### src/source/captureDefsPkg.sv
package captureDefsPkg;

	localparam int CountWidth  = 16;                  // Bits per window count.
	localparam int SampleDepth = 3000;                // Windows per capture.
	localparam int AddrWidth   = 12;                  // Sample RAM address bits.

	localparam int GatePeriod  = 64;                  // Clocks per counting window.
	localparam int GateWidth   = $clog2(GatePeriod);  // Window counter bits.

	typedef logic [CountWidth-1:0] countT;            // One window total.
	typedef logic [AddrWidth-1:0]  addrT;             // One RAM location.

	// Write side of the sample RAM.
	typedef struct packed {
		logic  en;                                    // Single-cycle write strobe.
		addrT  addr;                                  // Target word.
		countT data;                                  // Count to store.
	} ramWriteT;

	// Read side of the sample RAM.
	typedef struct packed {
		addrT addr;                                   // Word to fetch.
	} ramReadT;

endpackage
### src/source/pulseGateCounter.sv
`timescale 1ns/1ns

module pulseGateCounter (
	input  logic                  iClk,
	input  logic                  iRst_N,
	input  logic                  iPulse_i,        // Asynchronous pulse pin.
	output logic                  oCountStrobe_o,  // One cycle per window.
	output captureDefsPkg::countT oCountValue_o    // Total of the closed window.
);
	import captureDefsPkg::*;

	logic                 pulseSync1;   // First synchronizer stage.
	logic                 pulseSync2;   // Second synchronizer stage.
	logic                 pulseDly;     // Edge detector history.
	logic                 edgeSeen;
	logic [GateWidth-1:0] gateCnt;      // Free-running window position.
	logic                 gateWrap;
	countT                edgeAcc;      // Edges in the open window.
	countT                edgeNext;

	// Rising edge after the synchronizer.
	assign edgeSeen = pulseSync2 & ~pulseDly;

	// Last clock of the current window.
	assign gateWrap = (gateCnt == GateWidth'(GatePeriod - 1));

	// Accumulator holds at full scale.
	always_comb begin
		if (edgeAcc == '1) begin
			edgeNext = edgeAcc;
		end else begin
			edgeNext = edgeAcc + 1'b1;
		end
	end

	always_ff @(posedge iClk or negedge iRst_N) begin
		if (!iRst_N) begin
			pulseSync1     <= 1'b0;
			pulseSync2     <= 1'b0;
			pulseDly       <= 1'b0;
			gateCnt        <= '0;
			edgeAcc        <= '0;
			oCountStrobe_o <= 1'b0;
		end else begin
			pulseSync1     <= iPulse_i;
			pulseSync2     <= pulseSync1;
			pulseDly       <= pulseSync2;
			oCountStrobe_o <= gateWrap;           // Publish on the wrap.
			if (gateWrap) begin
				gateCnt <= '0;
				// Edge on the wrap clock opens the next window.
				edgeAcc <= edgeSeen ? countT'(1) : '0;
			end else begin
				gateCnt <= gateCnt + 1'b1;
				if (edgeSeen) begin
					edgeAcc <= edgeNext;
				end
			end
		end
	end

	// Window total, valid with the strobe.
	always_ff @(posedge iClk) begin
		if (gateWrap) begin
			oCountValue_o <= edgeAcc;
		end
	end

endmodule

### config.mk
export PLATFORM = sky130hd
export DESIGN_NAME = pulseGateCounter
export DESIGN_NICKNAME = d
export VERILOG_FILES = /design/src/source/captureDefsPkg.sv /design/src/source/pulseGateCounter.sv
export SDC_FILE = /design/constraint.sdc
export NUM_CORES = 1
export LEC_CHECK = 0
export CAP_MARGIN = 40
export CORE_MARGIN = 5
export CORE_UTILIZATION = 55
export DETAILED_ROUTE_END_ITERATION = 10
export DONT_BUFFER_PORTS = 1
export PLACE_DENSITY = 0.84
export SETUP_SLACK_MARGIN = 0.3
export SYNTH_ARGS = -nofsm -noshare
export SYNTH_HDL_FRONTEND = slang
export SYNTH_SLANG_ARGS = --single-unit
### constraint.sdc
create_clock -name iClk -period 1.8 [get_ports iClk]
set_input_delay 0.09 -clock iClk [delete_from_list [all_inputs] [get_ports iClk]]
set_output_delay 0.09 -clock iClk [all_outputs]
set_load 0.02 [all_outputs]
==> metrics <==
R2R Path Start edgeAcc[1]; Power Total 1780 uW; total wire length 4.34 mm; multiplexer share of the synthesized area less than 1%; Cells after Synth 150; gpl congestion 0.818; met3 usage 4.49%; fin area roughly 0.0023 sq mm; max-slew violation count 0; Final nets 182; placed instance area 0.00193 sq mm; largest net degree at the start of global routing 29; commonest non-fill, non-tap cell in the layout edfxtp_1; vias in the first global route 1302; Vias per Instance roughly 6.2; Seq cells post-synth 42; Worst EP arrival 1870 ps; vias 1392; post-synth top area cell dfrtp_1; Syn Nets 155; synth unique cells 34; status completed; area fraction in compound gates after synthesis 11.9%; first-pass GRT wire length 5.98 mm; I/O pins 20; Critical Path Start Type flip-flop; worst hold margin 196 ps; Crit Path Category reg2reg; H-tree Lvls 2; row cnt 21; CTS root buf clkbuf_4; Clock Sinks 42; die area 0.00457 sq mm; PD cells 763 mW/mm^2; area share of fa/ha/maj cells after synthesis 1.37%; Tot GR Track Use around 18%; Post-Synth XOR/XNOR Area 1.44%; CTS tree yes; Final min period 1600 ps; final setup fails 0; setup TNS 0 ps; syn_area_per_cell 12.2 sq um; DP Worst Slack 146 ps; MaxCap Viol Count 0; final routed DRC violation total 0; relative slew slack around three quarters; initial antenna violation count 0; leading cell types in the layout, fill and taps excluded edfxtp_1 (16), buf_4 (15), dfrtp_1 (14); n_diodes 0; Worst Skew 11.9 ps; initial core utilization 55.6%; initial drt markers 114; share of cells above drive strength 1 41.6%; final hold viol count 0; top cell type's share of synthesized area 35.6%; clk slew on worst S/H paths 120 ps; Reg2Reg Setup Slack 200 ps; area grow syn2layout 28.1%; worst-path maximum fanout 8; Critical Path RT 2070 ps; Fmax 625 MHz; post-DR wirelength/cell 19.4 um; Max clock buf depth 2; min setup slack post-route 201 ps; RSZ-0062 raised after global routing yes; Seq/Total Area, Yosys 62.0%; GRT busiest layer met2; drt pass-1 iters 4; GRT met2 Usage a little under a third; Post-Synth Simple-Gate Area 21.2%; reg2reg end edgeAcc[5]; Clock Latency Late Sink 340 ps; met1 Resource Use GR 20.2%; GRT overflow 0; largest cells by area after synthesis dfrtp_1 (36%), edfxtp_1 (26%), o31ai_1 (3.3%), nand3_1 (3.0%), a21oi_1 (2.5%); kind of end point of the critical path flip-flop; slew at the pin closest to its max-slew limit 385 ps; Yosys warnings 0; CTS buffer count 5; crit share post-route 88.9%; Die W 67.6 um; dpl hpwl 2.44 mm; Die Y 67.6 um; Post-DRT Antenna Nets 0; largest family of logic cells by synthesized area simple AND/OR/NAND/NOR gates; Hold WC Path Type in2async; Mapped Area 0.00183 sq mm; # port buffers 0; Worst R2R Path Depth 6; core area 0.00328 sq mm; Lkg Pwr 0.000865 uW; worst vdd ir 565 uV
[where the power goes]
| part | internal (uW) | switching (uW) | leakage (uW) | total, uW |
|---|---|---|---|---|
| combinational | 87.2 | 80.1 | 0.000389 | 167 |
| clock | 193 | 277 | 0.0000326 | 470 |
| sequential | 1060 | 88.0 | 0.000444 | 1150 |
| total | 1340 | 445 | 0.000865 | 1780 |
[kinds of logic (layout without fill, tap and decap cells)]
family / count (synthesis) / in the layout
AOI/OAI and AO/OA: 33 / 33
and+or+nand+nor: 62 / 62
DFF: 42 / 42
adders and majority gates: 2 / 2
xor gates and xnor gates: 3 / 3
buffers and inverters: 7 / 35
muxes: 1 / 1
[critical path, stage by stage, from the launching register on]
cell	delay [ps]
dfrtp_2	460
ha_4	190
nand4_4	120
nor4_4	50
buf_6	140
or4_1	410
a21oi_1	170
[per-stage QoR]
stage | instances | utilization (%)
after floorplan | 150 | -
after global placement | 196 | 58.8
after detailed placement | 196 | 58.8
after CTS | 210 | 63.9
after global routing | 224 | 71.2
final | 224 | 71.2
[area by class of cell]
| type | instances | area, sq um |
|---|---|---|
| clock buffers | 8 | 58.8 |
| well taps | 46 | 57.6 |
| multi-input cells | 101 | 840 |
| fillers | 215 | 946 |
| repair buffers | 24 | 225 |
| flip-flops and latches | 42 | 1150 |
| inverters | 3 | 11.3 |
[routing by layer]
layer / vias to the layer above / part of all wire (%)
met3: 23 / 4.3
li1: 625 / -
met4: 0 / 4.8
met2: 61 / 52
met5: - / 0
met1: 683 / 39
[cells in the mapped netlist (all sizes together)]
| master | n |
|---|---|
| dfrtp | 26 |
| edfxtp | 16 |
| nand2 | 12 |
| nand3 | 11 |
| a21oi | 9 |
| o31ai | 8 |
| nand2b | 6 |
| nand4 | 6 |
| o21ai | 6 |
| and3 | 5 |
| or4 | 5 |
| buf | 4 |
| nor2 | 4 |
| o311ai | 4 |
| inv | 3 |
| nor3 | 3 |
| nor4 | 3 |
| o21a | 3 |
| or3 | 3 |
| ha | 2 |
| o211ai | 2 |
| xor2 | 2 |
| and2 | 1 |
| and4 | 1 |
| mux2i | 1 |
| nor2b | 1 |
| o31a | 1 |
| or2 | 1 |
| xnor2 | 1 |
[worst max path at each step]
stage | startpoint | end
floorplan | edgeAcc[0] | edgeAcc[0]
global placement | edgeAcc[0] | edgeAcc[0]
detailed placement | edgeAcc[0] | edgeAcc[0]
CTS | edgeAcc[1] | edgeAcc[6]
global route | edgeAcc[1] | edgeAcc[14]
finish | edgeAcc[1] | edgeAcc[5]
[flip-flops by register name, indices dropped and copies added (netlist names)]
register        cells
pulseSync2          1
oCountStrobe_o      1
oCountValue_o      16
gateCnt             6
edgeAcc            16
pulseDly            1
pulseSync1          1
[repair_timing]
item,4_1_cts,5_1_grt
gates cloned,0,1
hold buffers,3,0
endpoints found under the setup margin,16,16
setup buffers,3,13
resized for setup,20,31
pin swaps,10,15
endpoints found under the hold margin,27,0
(Power assumes the default switching activity.)
