**src/source/uartDefsPkg.sv**
```systemverilog
package uartDefsPkg;

	localparam int BaudDiv   = 16;                    // Clocks per serial bit.
	localparam int BaudWidth = $clog2(BaudDiv);       // Bit timer width.

	localparam int DataBits  = 8;                     // Payload bits per frame.
	localparam int FrameBits = 10;                    // Start, data and stop.
	localparam int BitWidth  = $clog2(FrameBits);     // Bit index width.

	// One 8N1 character in wire order from bit 0 upward.
	typedef struct packed {
		logic                stop;                    // Always high.
		logic [DataBits-1:0] data;                    // Sent LSB first.
		logic                start;                   // Always low.
	} frameT;

endpackage

```
**src/source/captureDefsPkg.sv**
```systemverilog
package captureDefsPkg;

	localparam int CountWidth  = 16;                  // Bits per window count.
	localparam int SampleDepth = 3000;                // Windows per capture.
	localparam int AddrWidth   = 12;                  // Sample RAM address bits.

	localparam int GatePeriod  = 64;                  // Clocks per counting window.
	localparam int GateWidth   = $clog2(GatePeriod);  // Window counter bits.

	typedef logic [CountWidth-1:0] countT;            // One window total.
	typedef logic [AddrWidth-1:0]  addrT;             // One RAM location.

	// Write side of the sample RAM.
	typedef struct packed {
		logic  en;                                    // Single-cycle write strobe.
		addrT  addr;                                  // Target word.
		countT data;                                  // Count to store.
	} ramWriteT;

	// Read side of the sample RAM.
	typedef struct packed {
		addrT addr;                                   // Word to fetch.
	} ramReadT;

endpackage
```
**src/source/uartUploader.sv**
```systemverilog
`timescale 1ns/1ns

module uartUploader (
	input  logic                    iClk,
	input  logic                    iRst_N,
	input  logic                    iUploadStart_i,  // One-cycle start.
	input  captureDefsPkg::countT   iReadData_i,     // RAM word, one clock late.
	output captureDefsPkg::ramReadT oRamRead_o,      // RAM read address.
	output logic                    oTxd_o,          // Serial line, idle high.
	output logic                    oUploadBusy_o    // Transfer in progress.
);
	import captureDefsPkg::*;
	import uartDefsPkg::*;

	typedef enum logic [1:0] {
		Idle,       // Line idle.
		Fetch,      // Address of the first word on the RAM.
		Load,       // First word valid.
		Send        // Shifting frames out.
	} upStateT;

	upStateT              state;
	addrT                 rdAddr;      // Word being read.
	logic [DataBits-1:0]  hiByte;      // Upper half of the current word.
	logic                 byteSel;     // High byte on the line.
	logic                 lastWord;    // Final word in flight.
	logic [FrameBits-1:0] shiftReg;    // Bit 0 drives the line.
	logic [BaudWidth-1:0] baudCnt;     // Clocks inside one bit.
	logic [BitWidth-1:0]  bitCnt;      // Bit inside one frame.
	logic                 bitEnd;
	logic                 frameEnd;
	logic                 loadLow;     // Start a new word.
	frameT                loFrame;
	frameT                hiFrame;

	assign bitEnd   = (baudCnt == BaudWidth'(BaudDiv - 1));
	assign frameEnd = bitEnd && (bitCnt == BitWidth'(FrameBits - 1));

	// First word, or the next one straight after a high byte.
	assign loadLow = (state == Load) ||
		((state == Send) && frameEnd && byteSel && !lastWord);

	always_comb begin
		loFrame.start = 1'b0;
		loFrame.data  = iReadData_i[DataBits-1:0];
		loFrame.stop  = 1'b1;
		hiFrame.start = 1'b0;
		hiFrame.data  = hiByte;
		hiFrame.stop  = 1'b1;
	end

	always_ff @(posedge iClk or negedge iRst_N) begin
		if (!iRst_N) begin
			state    <= Idle;
			rdAddr   <= '0;
			byteSel  <= 1'b0;
			lastWord <= 1'b0;
			shiftReg <= '1;                       // Line idles high.
			baudCnt  <= '0;
			bitCnt   <= '0;
		end else begin
			case (state)
				Idle: begin
					if (iUploadStart_i) begin
						rdAddr   <= '0;
						lastWord <= 1'b0;
						state    <= Fetch;
					end
				end
				Fetch: begin
					state <= Load;                    // RAM samples rdAddr.
				end
				Load: begin
					shiftReg <= loFrame;
					byteSel  <= 1'b0;
					baudCnt  <= '0;
					bitCnt   <= '0;
					state    <= Send;
				end
				Send: begin
					baudCnt <= bitEnd ? '0 : baudCnt + 1'b1;
					if (frameEnd) begin
						bitCnt <= '0;
						if (!byteSel) begin
							shiftReg <= hiFrame;         // High byte back to back.
							byteSel  <= 1'b1;
							// Prefetch the next word during the high byte.
							if (rdAddr == AddrWidth'(SampleDepth - 1)) begin
								lastWord <= 1'b1;
							end else begin
								rdAddr <= rdAddr + 1'b1;
							end
						end else if (lastWord) begin
							shiftReg <= '1;
							state    <= Idle;            // Busy drops here.
						end else begin
							shiftReg <= loFrame;
							byteSel  <= 1'b0;
						end
					end else if (bitEnd) begin
						bitCnt   <= bitCnt + 1'b1;
						shiftReg <= {1'b1, shiftReg[FrameBits-1:1]};
					end
				end
				default: begin
					state <= Idle;
				end
			endcase
		end
	end

	// Upper byte kept for the second frame.
	always_ff @(posedge iClk) begin
		if (loadLow) begin
			hiByte <= iReadData_i[CountWidth-1:DataBits];
		end
	end

	assign oRamRead_o.addr = rdAddr;
	assign oTxd_o          = shiftReg[0];
	assign oUploadBusy_o   = (state != Idle);

endmodule

```
**config.mk**
```make
export PLATFORM = sky130hd
export DESIGN_NAME = uartUploader
export DESIGN_NICKNAME = d
export VERILOG_FILES = /design/src/source/uartDefsPkg.sv /design/src/source/captureDefsPkg.sv /design/src/source/uartUploader.sv
export SDC_FILE = /design/constraint.sdc
export NUM_CORES = 1
export LEC_CHECK = 0
export BUFFER_PORTS_ARGS = -buffer_cell sky130_fd_sc_hd__buf_2
export CAP_MARGIN = 20
export CORE_ASPECT_RATIO = 1.75
export CORE_UTILIZATION = 39
export CTS_CLUSTER_SIZE = 8
export DETAILED_ROUTE_END_ITERATION = 6
export PLACE_DENSITY = 0.59
export SETUP_SLACK_MARGIN = 0.5
export SYNTH_ARGS = -nofsm -noshare
export SYNTH_HDL_FRONTEND = slang
export SYNTH_SLANG_ARGS = --single-unit
```
**constraint.sdc**
```tcl
create_clock -name iClk -period 3.17 [get_ports iClk]
set_input_delay 0.1585 -clock iClk [delete_from_list [all_inputs] [get_ports iClk]]
set_output_delay 0.1585 -clock iClk [all_outputs]
set_load 0.01 [all_outputs]
```
==> results.txt <==
----------------------------------------------------
[Floorplanning]
  Effective utilization at floorplan ... 0.411
  Overall die height ... between 100 and 150 um
  Placeable core region ... between 5000 and 6000 sq um
  Overall die width ... 60.5 um
  Area enclosed by the die boundary ... ~6300 sq um
  Site Rows ... 36
  Top-level I/O count ... 33

[GRT]
  Overall global routing resource usage ... 0.198
  Total gr overflow ... 0
  First-pass GRT wire length ... ~9.3 mm
  Pin count of the biggest net entering global routing ... 34
  Number of antenna violations at the first check in global routing ... 0
  Number of global-route vias before repair ... 1975

[Worst setup path]
  Largest incremental delay on the critical path ... 560 ps
  Crit-path cells ... inv_1 -> ha_1 -> and3b_1 -> nand2_2 -> or4_1 -> a211oi_2
  Critical path peak fanout ... 13
  Data required time at the worst endpoint ... 3380 ps
  Capturing element type of the critical path ... flip-flop
  Class of the most critical setup path ... flip-flop to flip-flop
  Cell family with the largest share of critical-path delay ... simple AND/OR/NAND/NOR gates
  Data arrival time of the critical path ... roughly 2500 ps
  Cell at the slowest stage of the critical path ... or4_1
  Startpoint types ... flip-flop
  CP bufs+invs ... 1

[Place]
  Global placer's final weighted congestion ... 0.880
  Count of input and output buffers ... 32
  Placed Instances ... 326
  Area after detailed placement ... 2530 sq um
  Estimated wirelength of the detail-placed design ... 4.11 mm

[Clock tree]
  Htree depth ... 2
  Clock sink count ... 41
  Clock insertion delay at the later pin of the skew report ... 290 ps
  Clock tree root driver cell ... clkbuf_8
  Clock slew at the register clock pins of the worst setup and hold paths ... 80 ps
  Post-CTS repair timing setup buffer count ... 0
  TritonCTS buffer count ... 5
  CTS tree ... yes
  Count of instances resized after the clock tree is built ... 0
  Clock Tree Buf Depth ... 2

[Drt]
  Routed wire per std cell ... 16.8 um
  Vias ... slightly below 2000
  Detailed-router iteration count before antenna repair ... 4
  Violation count after the first detailed-route iteration ... 112
  Vias per Instance ... 5.74
  Count of nets left with antenna violations after detail routing ... 0
  Total DRC errors in the routed layout ... 0
  Total Wirelength ... 5.62 mm

[Logic synthesis]
  Net count after synthesis ... 256
  Post-synth design cell area ... 2330 sq um
  Instance count of the mapped netlist ... 229
  FFs w/ async S/R, synth ... 0.805
  Dominant cell type by area after synthesis ... dfrtp_1
  Mean instance size in the synthesized netlist ... just over 10 sq um
  Main synth FF type ... dfrtp_1
  Top cells by area in the synthesized netlist ... dfrtp_1, edfxtp_1, dfstp_2, nand2_1, ha_1
  Post-synthesis sequential area ratio ... 0.462
  Synth Register Bits ... 41
  Yosys warnings ... 0
  Post-synth top area share ... 0.258
  Count of flip-flops with a built-in enable after synthesis ... 8
  Unique masters post-synth ... 53

[Cells and area]
  Layout overhead on the synthesized area ... 13.6%
  Antenna Cells ... 0
  Area taken by flip-flops and latches ... roughly 1100 sq um
  Post-route cell area ... 2650 sq um
  Number of nets in the final layout ... 285
  Fill cell instance count of the final layout ... 588
  Fraction of layout instances using a drive strength above 1 ... 0.228
  Combined area of the multi-input logic cells ... approximately 1200 sq um
  Non-filler cells in the finished layout ... 335

[Timing]
  Final Skew ... about 5.3 ps
  Headroom to the max-slew limit ... 0.482
  Final Hold Slack ... 36.3 ps
  Max Slew Vio Count ... 0
  Peak clock frequency supported by timing ... 440 MHz
  Final worst-path cycle share ... 0.718
  Fin crit period ... 2270 ps
  Worst Max-Slew Pin Slew ... 776 ps
  Setup repair after global routing missed its margin ... no
  Summed negative setup slack over all endpoints ... 0 ps
  Final-report setup violation count ... 0
  Final Hold Fails ... 0

[Power]
  Static leakage power ... between 0.001 and 0.0015 uW
  Power density over the cells ... 376 nW/um^2
  Peak supply drop ... about 0.20 mV

[Run]
  Number of violations of the max-capacitance limit ... 0

[Run status]
  Result of the run ... finished, final reports clean

[Hold path]
  Worst hold path type ... input port to flip-flop

----------------------------------------------------
[logic make-up (layout without fill, tap and decap cells)]
| family | Yosys count | after routing | share of synthesized area |
|---|---|---|---|
| AOI/OAI and AO/OA | 59 | 59 | 0.190 |
| adders and majority gates | 8 | 8 | 0.0429 |
| buffers and inverters | 22 | 52 | 0.0445 |
| DFF | 41 | 41 | 0.462 |
| muxes | 9 | 9 | 0.0392 |
| and+or+nand+nor | 90 | 90 | 0.221 |
[state kept, by name, indices dropped and copies added (netlist names)]
name,flops
oRamRead_o,12
shiftReg,9
hiByte,8
baudCnt,4
bitCnt,4
state,2
byteSel,1
lastWord,1
[per-stage QoR]
| step | worst slack (ps) | utilization | power, uW |
|---|---|---|---|
| final | 895 | 0.467 | 995 |
| after global routing | 681 | 0.467 | 1030 |
| after CTS | 882 | 0.467 | 1010 |
| after detailed placement | 885 | 0.446 | 588 |
| after global placement | 979 | 0.446 | 588 |
| after floorplan | 1350 | - | 564 |
[placed cells by master (no fill, tap or decap), types with 3 or more instances in the layout]
cell       n
edfxtp_1   8
nand2_1   28
a221o_1    7
ha_1       8
nand3b_1   3
mux2i_1    8
o21ai_0    5
o221ai_1   7
buf_2     32
and4_1     3
a21oi_1   16
nand3_1    9
nand2b_1   6
or4_1      4
o211ai_1   3
inv_1     10
a21o_1     3
nand4_1    5
nor4_1     6
dfstp_2    9
dfrtp_1   24
nor2_1     5
nor3_1     5
clkbuf_8   5
o31ai_1    3
[report_power, final]
part	switching (uW)	total (uW)	internal, uW
registers	2.47	547	545
clock network	185	417	232
logic	17.4	30.4	13.0
total	205	995	790
[routing by layer]
layer  track usage  share of wire  vias to the layer above
li1              -              -                      929
met1         0.225           0.41                      938
met2         0.347           0.53                       49
met3        0.0348          0.032                        8
met4        0.0795          0.021                        0
met5             0              0                        -
[worst paths after layout]
kind	start	endpoint	slack (ps)	cells after the start
min	iReadData_i[9]	hiByte[1]	40	1
max in group asynchronous	iRst_N	oRamRead_o[10]	2200	2
max reg2reg	bitCnt[1]	oRamRead_o[4]	900	6
min in group asynchronous	iRst_N	bitCnt[2]	470	2
max	bitCnt[1]	oRamRead_o[4]	900	6
min reg2reg	shiftReg[0]	shiftReg[0]	510	2
[what timing repair did]
action                                 CTS  global route
hold buffers                             1             0
setup endpoints to repair                0             0
endpoints found under the hold margin   24             0
[final cells by class]
cell class	count	share of cell area
tap	76	0.0359
clock buffer	5	0.0260
sequential	41	0.407
clock inverter	3	0.0156
inverter	10	0.0142
timing repair buffer	34	0.0671
multi-input combinational	166	0.435
[synthesized netlist by cell type, types with 6 or more instances]
cell type	n
nand2_1	28
dfrtp_1	24
a21oi_1	16
inv_1	10
dfstp_2	9
nand3_1	9
edfxtp_1	8
ha_1	8
mux2i_1	8
a221o_1	7
clkbuf_1	7
o221ai_1	7
nand2b_1	6
nor4_1	6
Note: power is estimated with default switching activity, not from simulation.
