[src/source/captureDefsPkg.sv]
package captureDefsPkg;

	localparam int CountWidth  = 16;                  // Bits per window count.
	localparam int SampleDepth = 3000;                // Windows per capture.
	localparam int AddrWidth   = 12;                  // Sample RAM address bits.

	localparam int GatePeriod  = 64;                  // Clocks per counting window.
	localparam int GateWidth   = $clog2(GatePeriod);  // Window counter bits.

	typedef logic [CountWidth-1:0] countT;            // One window total.
	typedef logic [AddrWidth-1:0]  addrT;             // One RAM location.

	// Write side of the sample RAM.
	typedef struct packed {
		logic  en;                                    // Single-cycle write strobe.
		addrT  addr;                                  // Target word.
		countT data;                                  // Count to store.
	} ramWriteT;

	// Read side of the sample RAM.
	typedef struct packed {
		addrT addr;                                   // Word to fetch.
	} ramReadT;

endpackage
[src/source/captureSequencer.sv]
`timescale 1ns/1ns

module captureSequencer (
	input  logic                     iClk,
	input  logic                     iRst_N,
	input  logic                     iCaptureStart_i,  // Start strobe.
	input  logic                     iCountStrobe_i,   // Window closed.
	input  captureDefsPkg::countT    iCountValue_i,    // Closed window total.
	input  logic                     iUploadBusy_i,    // Uploader still sending.
	output captureDefsPkg::ramWriteT oRamWrite_o,      // Sample RAM write port.
	output logic                     oUploadStart_o,   // Kicks the uploader.
	output logic                     oCaptureBusy_o    // Capture in progress.
);
	import captureDefsPkg::*;

	typedef enum logic [1:0] {
		Idle,       // Waiting for a start strobe.
		Wait,       // Waiting for the next window total.
		Write,      // One-cycle RAM write.
		Handoff     // Start the upload.
	} seqStateT;

	seqStateT state;
	addrT     wrAddr;       // Next RAM location.
	countT    countLatch;   // Total waiting to be written.
	logic     lastAddr;

	assign lastAddr = (wrAddr == AddrWidth'(SampleDepth - 1));

	always_ff @(posedge iClk or negedge iRst_N) begin
		if (!iRst_N) begin
			state  <= Idle;
			wrAddr <= '0;
		end else begin
			case (state)
				Idle: begin
					// Arm only while the line is free.
					if (iCaptureStart_i && !iUploadBusy_i) begin
						wrAddr <= '0;
						state  <= Wait;
					end
				end
				Wait: begin
					if (iCountStrobe_i) begin
						state <= Write;               // Count latched below.
					end
				end
				Write: begin
					if (lastAddr) begin
						state <= Handoff;             // RAM is full.
					end else begin
						wrAddr <= wrAddr + 1'b1;
						state  <= Wait;
					end
				end
				Handoff: begin
					state <= Idle;
				end
				default: begin
					state <= Idle;
				end
			endcase
		end
	end

	// First strobe seen in Wait.
	always_ff @(posedge iClk) begin
		if ((state == Wait) && iCountStrobe_i) begin
			countLatch <= iCountValue_i;
		end
	end

	always_comb begin
		oRamWrite_o.en   = (state == Write);        // Exactly one cycle.
		oRamWrite_o.addr = wrAddr;
		oRamWrite_o.data = countLatch;
	end

	assign oUploadStart_o = (state == Handoff);
	assign oCaptureBusy_o = (state != Idle);       // Wait through Handoff.

endmodule

[config.mk]
export PLATFORM = sky130hd
export DESIGN_NAME = captureSequencer
export DESIGN_NICKNAME = d
export VERILOG_FILES = /design/src/source/captureDefsPkg.sv /design/src/source/captureSequencer.sv
export SDC_FILE = /design/constraint.sdc
export NUM_CORES = 1
export LEC_CHECK = 0
export BUFFER_PORTS_ARGS = -buffer_cell sky130_fd_sc_hd__buf_4
export CORE_ASPECT_RATIO = 0.6
export CORE_UTILIZATION = 47
export CTS_CLUSTER_DIAMETER = 50
export DETAILED_ROUTE_END_ITERATION = 10
export PLACE_DENSITY = 0.9
export RECOVER_POWER = 50
export SYNTH_ARGS = -nofsm -noshare
export SYNTH_HDL_FRONTEND = slang
export SYNTH_SLANG_ARGS = --single-unit
[constraint.sdc]
create_clock -name iClk -period 1.8 [get_ports iClk]
set_input_delay 0.27 -clock iClk [delete_from_list [all_inputs] [get_ports iClk]]
set_output_delay 0.27 -clock iClk [all_outputs]
set_load 0.02 [all_outputs]
==> flow_summary.html <==
<table>
<tr><th>Metric</th><th>Value</th></tr>
<tr><th colspan="2">Routing</th></tr>
<tr><td>Detailed-route via count</td><td>around 1100</td></tr>
<tr><td>Post-detailed-route wirelength per cell</td><td>roughly 17 µm</td></tr>
<tr><td>Routed wire length</td><td>3.20 mm</td></tr>
<tr><td>DRT Pass-1 Iters</td><td>7</td></tr>
<tr><td>DRT iter0 DRCs</td><td>a little under 90</td></tr>
<tr><td>Remaining antenna violation count</td><td>0</td></tr>
<tr><td>Count of unresolved DRC violations after routing</td><td>2</td></tr>
<tr><td>Vias per inst</td><td>5.47</td></tr>
<tr><th colspan="2">Worst setup path</th></tr>
<tr><td>Required time of the critical path</td><td>1.96 ns</td></tr>
<tr><td>Worst setup path endpoint</td><td>wrAddr[8]</td></tr>
<tr><td>Number of cell instances on the worst register-to-register path</td><td>5</td></tr>
<tr><td>Endpoint of the worst register-to-register path</td><td>wrAddr[8]</td></tr>
<tr><td>Beginning of the worst register-to-register path</td><td>wrAddr[0]</td></tr>
<tr><td>CP Launch Type</td><td>flip-flop</td></tr>
<tr><td>First element of the critical path</td><td>wrAddr[0]</td></tr>
<tr><td>Reg2Reg Setup Slack</td><td>0.12 ns</td></tr>
<tr><td>Type of destination of the critical path</td><td>flip-flop</td></tr>
<tr><td>Maximum fanout encountered on the critical timing path</td><td>6</td></tr>
<tr><td>Worst setup path class</td><td>reg -&gt; reg</td></tr>
<tr><td>Arrival @ worst endpoint</td><td>1.83 ns</td></tr>
<tr><th colspan="2">Job</th></tr>
<tr><td>Number of violations of the max-capacitance limit</td><td>0</td></tr>
<tr><th colspan="2">Place</th></tr>
<tr><td>HPWL after DPL</td><td>2.35 mm</td></tr>
<tr><td>Area post-placement</td><td>about 1800 µm²</td></tr>
<tr><td>Count of input and output buffers</td><td>51</td></tr>
<tr><td>Placer congestion estimate</td><td>0.901</td></tr>
<tr><th colspan="2">Yosys</th></tr>
<tr><td>Post-synthesis net count</td><td>120</td></tr>
<tr><td>Count of warnings emitted by yosys</td><td>0</td></tr>
<tr><td>Most frequently used flop master after synthesis</td><td>sky130_fd_sc_hd__edfxtp_1</td></tr>
<tr><td>Simple-gate area share of the yosys netlist</td><td>17.7%</td></tr>
<tr><td>Syn Area/Cell</td><td>13.5 µm²</td></tr>
<tr><td>Largest family of logic cells by synthesized area</td><td>simple AND/OR/NAND/NOR gates</td></tr>
<tr><td>Number of synthesized flops with an enable pin</td><td>16</td></tr>
<tr><td>Compound-cell area share of the yosys netlist</td><td>14.4%</td></tr>
<tr><td>Synthesized instance count</td><td>98</td></tr>
<tr><td>Flip-flop and latch count after synthesis</td><td>30</td></tr>
<tr><td>Post-synthesis sequential area ratio</td><td>62.6%</td></tr>
<tr><td>Ys async rst share</td><td>between 40% and 50%</td></tr>
<tr><td>Xor and xnor area share after synthesis</td><td>0.660%</td></tr>
<tr><td>Number of distinct library cells after synthesis</td><td>37</td></tr>
<tr><td>Adder-Cell Fraction of Synth Area</td><td>0.943%</td></tr>
<tr><td>Portion of netlist area occupied by mux cells</td><td>0.848%</td></tr>
<tr><td>Syn Std Cell Area</td><td>between 1000 and 1500 µm²</td></tr>
<tr><th colspan="2">Status</th></tr>
<tr><td>Run status</td><td>complete, but fails checks</td></tr>
<tr><td>Failing checks</td><td>DRC</td></tr>
<tr><th colspan="2">Clock tree</th></tr>
<tr><td>Clock latency on the worst-skew pair</td><td>0.27 ns</td></tr>
<tr><td>Clk pin slew, worst setup/hold paths</td><td>about 0.060 ns</td></tr>
<tr><td># clock sinks</td><td>30</td></tr>
<tr><td>Root cell of the clock tree</td><td>sky130_fd_sc_hd__clkbuf_8</td></tr>
<tr><td>Number of H-tree levels</td><td>2</td></tr>
<tr><td>Clock buffers created by TritonCTS</td><td>5</td></tr>
<tr><td>Clock tree from TritonCTS</td><td>yes</td></tr>
<tr><td>Total setup buffers inserted after CTS</td><td>0</td></tr>
<tr><td>Maximum buffer depth of the clock tree</td><td>2</td></tr>
<tr><th colspan="2">Timing</th></tr>
<tr><td>Worst slew margin relative to its limit</td><td>between 40% and 50%</td></tr>
<tr><td>Tightest Pin Transition</td><td>0.818 ns</td></tr>
<tr><td>Setup-violating endpoint count in the final report</td><td>0</td></tr>
<tr><td>Final min period</td><td>1.68 ns</td></tr>
<tr><td>Setup repair after global routing missed its margin</td><td>false</td></tr>
<tr><td>Portion of the clock cycle consumed by the worst path in the final layout</td><td>93.1%</td></tr>
<tr><td>Setup_tns</td><td>0 ns</td></tr>
<tr><td>Pins Over Slew Limit</td><td>0</td></tr>
<tr><td>Final Hold Violating Endpoints</td><td>0</td></tr>
<tr><td>Fmax</td><td>0.597 GHz</td></tr>
<tr><td>Worst setup skew after layout</td><td>0.00326 ns</td></tr>
<tr><th colspan="2">Global routing</th></tr>
<tr><td>Overall overflow remaining after global route</td><td>0</td></tr>
<tr><td>Overall Global Routing Usage</td><td>~23%</td></tr>
<tr><td>Number of antenna violations at the first check in global routing</td><td>0</td></tr>
<tr><td>Largest net degree at the start of global routing</td><td>17</td></tr>
<tr><td>Vias in the first global route</td><td>1038</td></tr>
<tr><td>First-pass GRT wire length</td><td>5.26 mm</td></tr>
<tr><th colspan="2">Power</th></tr>
<tr><td>Largest vdd supply drop</td><td>0.000667 V</td></tr>
<tr><td>Pwr/cell area</td><td>between 1000 and 1500 nW/µm²</td></tr>
<tr><td>Leak pwr</td><td>0.794 nW</td></tr>
<tr><td>Final Power</td><td>0.00214 W</td></tr>
<tr><th colspan="2">Floorplan</th></tr>
<tr><td>Row Count</td><td>14</td></tr>
<tr><td>Die width</td><td>70.6 µm</td></tr>
<tr><td>Die outline area</td><td>3050 µm²</td></tr>
<tr><td>Num ports</td><td>52</td></tr>
<tr><td>Initial standard-cell utilization of the core</td><td>51.2%</td></tr>
<tr><td>Area of the core</td><td>2590 µm²</td></tr>
<tr><td>Floorplan die height</td><td>between 40 and 50 µm</td></tr>
<tr><th colspan="2">Finish</th></tr>
<tr><td>Fraction of the core area covered by cells at the end of the flow</td><td>69.3%</td></tr>
<tr><td>Antenna diode count</td><td>0</td></tr>
<tr><td>Commonest cells after routing, fill and taps aside</td><td>sky130_fd_sc_hd__buf_4 (25), sky130_fd_sc_hd__edfxtp_1 (16), sky130_fd_sc_hd__clkbuf_4 (16), sky130_fd_sc_hd__clkbuf_1 (16), sky130_fd_sc_hd__dfrtp_1 (14)</td></tr>
<tr><td>Final design area excluding fillers</td><td>1800 µm²</td></tr>
<tr><td>Most common library cell in the layout ignoring fill and taps</td><td>sky130_fd_sc_hd__buf_4</td></tr>
<tr><td>Area delta synth-&gt;final</td><td>35.2%</td></tr>
<tr><td>Fraction of final layout cells sized beyond drive strength 1</td><td>a little over a third</td></tr>
<tr><td>Final-stage net count</td><td>182</td></tr>
<tr><td>Fill cells</td><td>205</td></tr>
<tr><th colspan="2">Worst hold path</th></tr>
<tr><td>Worst hold-check path type</td><td>in -&gt; reg</td></tr>
</table>
-- critical path, stage by stage, from the launching register on --
cell and delay [ns]:
sky130_fd_sc_hd__dfrtp_1 0.38, sky130_fd_sc_hd__ha_1 0.25, sky130_fd_sc_hd__and4_2 0.27, sky130_fd_sc_hd__nand4_1 0.14, sky130_fd_sc_hd__nand2b_1 0.19, sky130_fd_sc_hd__a211o_1 0.34
-- layout make-up --
cell class / count / area [µm²] / area share (%)
inverter: 2 / 7.51 / 0.418
clock buffer: 5 / 68.8 / 3.83
clock inverter: 3 / 11.3 / 0.627
tap: 32 / 40.0 / 2.23
sequential: 30 / 831 / 46.3
timing repair buffer: 58 / 378 / 21.0
multi-input combinational: 63 / 459 / 25.6
-- metrics by stage --
stage	hold WS, ns	worst slack (ns)	instances
global route	0.179	0.0282	193
CTS	0.163	0.134	193
detailed placement	0.133	0.154	184
global placement	0.125	0.202	184
floorplan	-0.0256	0.113	98
finish	0.189	0.125	193
-- cells by family (layout without fill, tap and decap cells) --
| family | count (synthesis) | in the layout |
|---|---|---|
| simple gates | 34 | 34 |
| mux | 1 | 1 |
| xor+xnor | 1 | 1 |
| fa+ha+maj | 1 | 1 |
| buf+inv | 5 | 68 |
| flops | 30 | 30 |
| compound gates | 26 | 26 |
-- cell usage after synthesis, types with 3 or more instances --
| library cell | number | area, µm² |
|---|---|---|
| sky130_fd_sc_hd__a211o_1 | 3 | 26.3 |
| sky130_fd_sc_hd__a21oi_1 | 6 | 30.0 |
| sky130_fd_sc_hd__a31oi_1 | 3 | 18.8 |
| sky130_fd_sc_hd__dfrtp_1 | 14 | 350 |
| sky130_fd_sc_hd__edfxtp_1 | 16 | 480 |
| sky130_fd_sc_hd__nand2_1 | 6 | 22.5 |
| sky130_fd_sc_hd__nand2b_1 | 3 | 18.8 |
| sky130_fd_sc_hd__nand3_1 | 3 | 15.0 |
| sky130_fd_sc_hd__nor2_1 | 4 | 15.0 |
| sky130_fd_sc_hd__nor4_1 | 3 | 18.8 |
| sky130_fd_sc_hd__o21ai_0 | 6 | 30.0 |
-- metal layers --
metal / global-route usage (%) / part of all wire (%) / vias to the layer above
li1: - / - / 504
met1: 33.5 / 45 / 501
met2: 34.4 / 47 / 47
met3: 5.70 / 7.2 / 4
met4: 6.40 / 0.91 / 0
met5: 0 / 0 / -
-- repair_timing --
item / 4_1_cts / 5_1_grt
hold buffers: 1 / 0
hold endpoints to repair: 14 / 0
gates resized for setup: 0 / 0
-- power breakdown --
| part | internal, W | switching [W] | total, W | leakage (nW) |
|---|---|---|---|---|
| combinational | 0.000272 | 0.000417 | 0.000688 | 0.416 |
| clock | 0.000257 | 0.000238 | 0.000495 | 0.0407 |
| sequential | 0.000859 | 0.0000941 | 0.000954 | 0.338 |
| total | 0.00139 | 0.000749 | 0.00214 | 0.794 |
-- flip-flops by register name, summed over array words and instances, names as in the netlist --
register / cells
countLatch: 16
wrAddr: 12
state: 2
-- worst min path at each step --
stage	slack [ns]	depth (start not counted)	endpoint	start
after global routing	0.18	1	countLatch[10]	iCountValue_i[10]
final	0.19	1	countLatch[10]	iCountValue_i[10]
after CTS	0.16	1	countLatch[0]	iCountValue_i[0]
after global placement	0.13	1	wrAddr[6]	iRst_N
after detailed placement	0.13	1	wrAddr[6]	iRst_N
after floorplan	-0.03	0	state[0]	iRst_N
(Power assumes the default switching activity.)
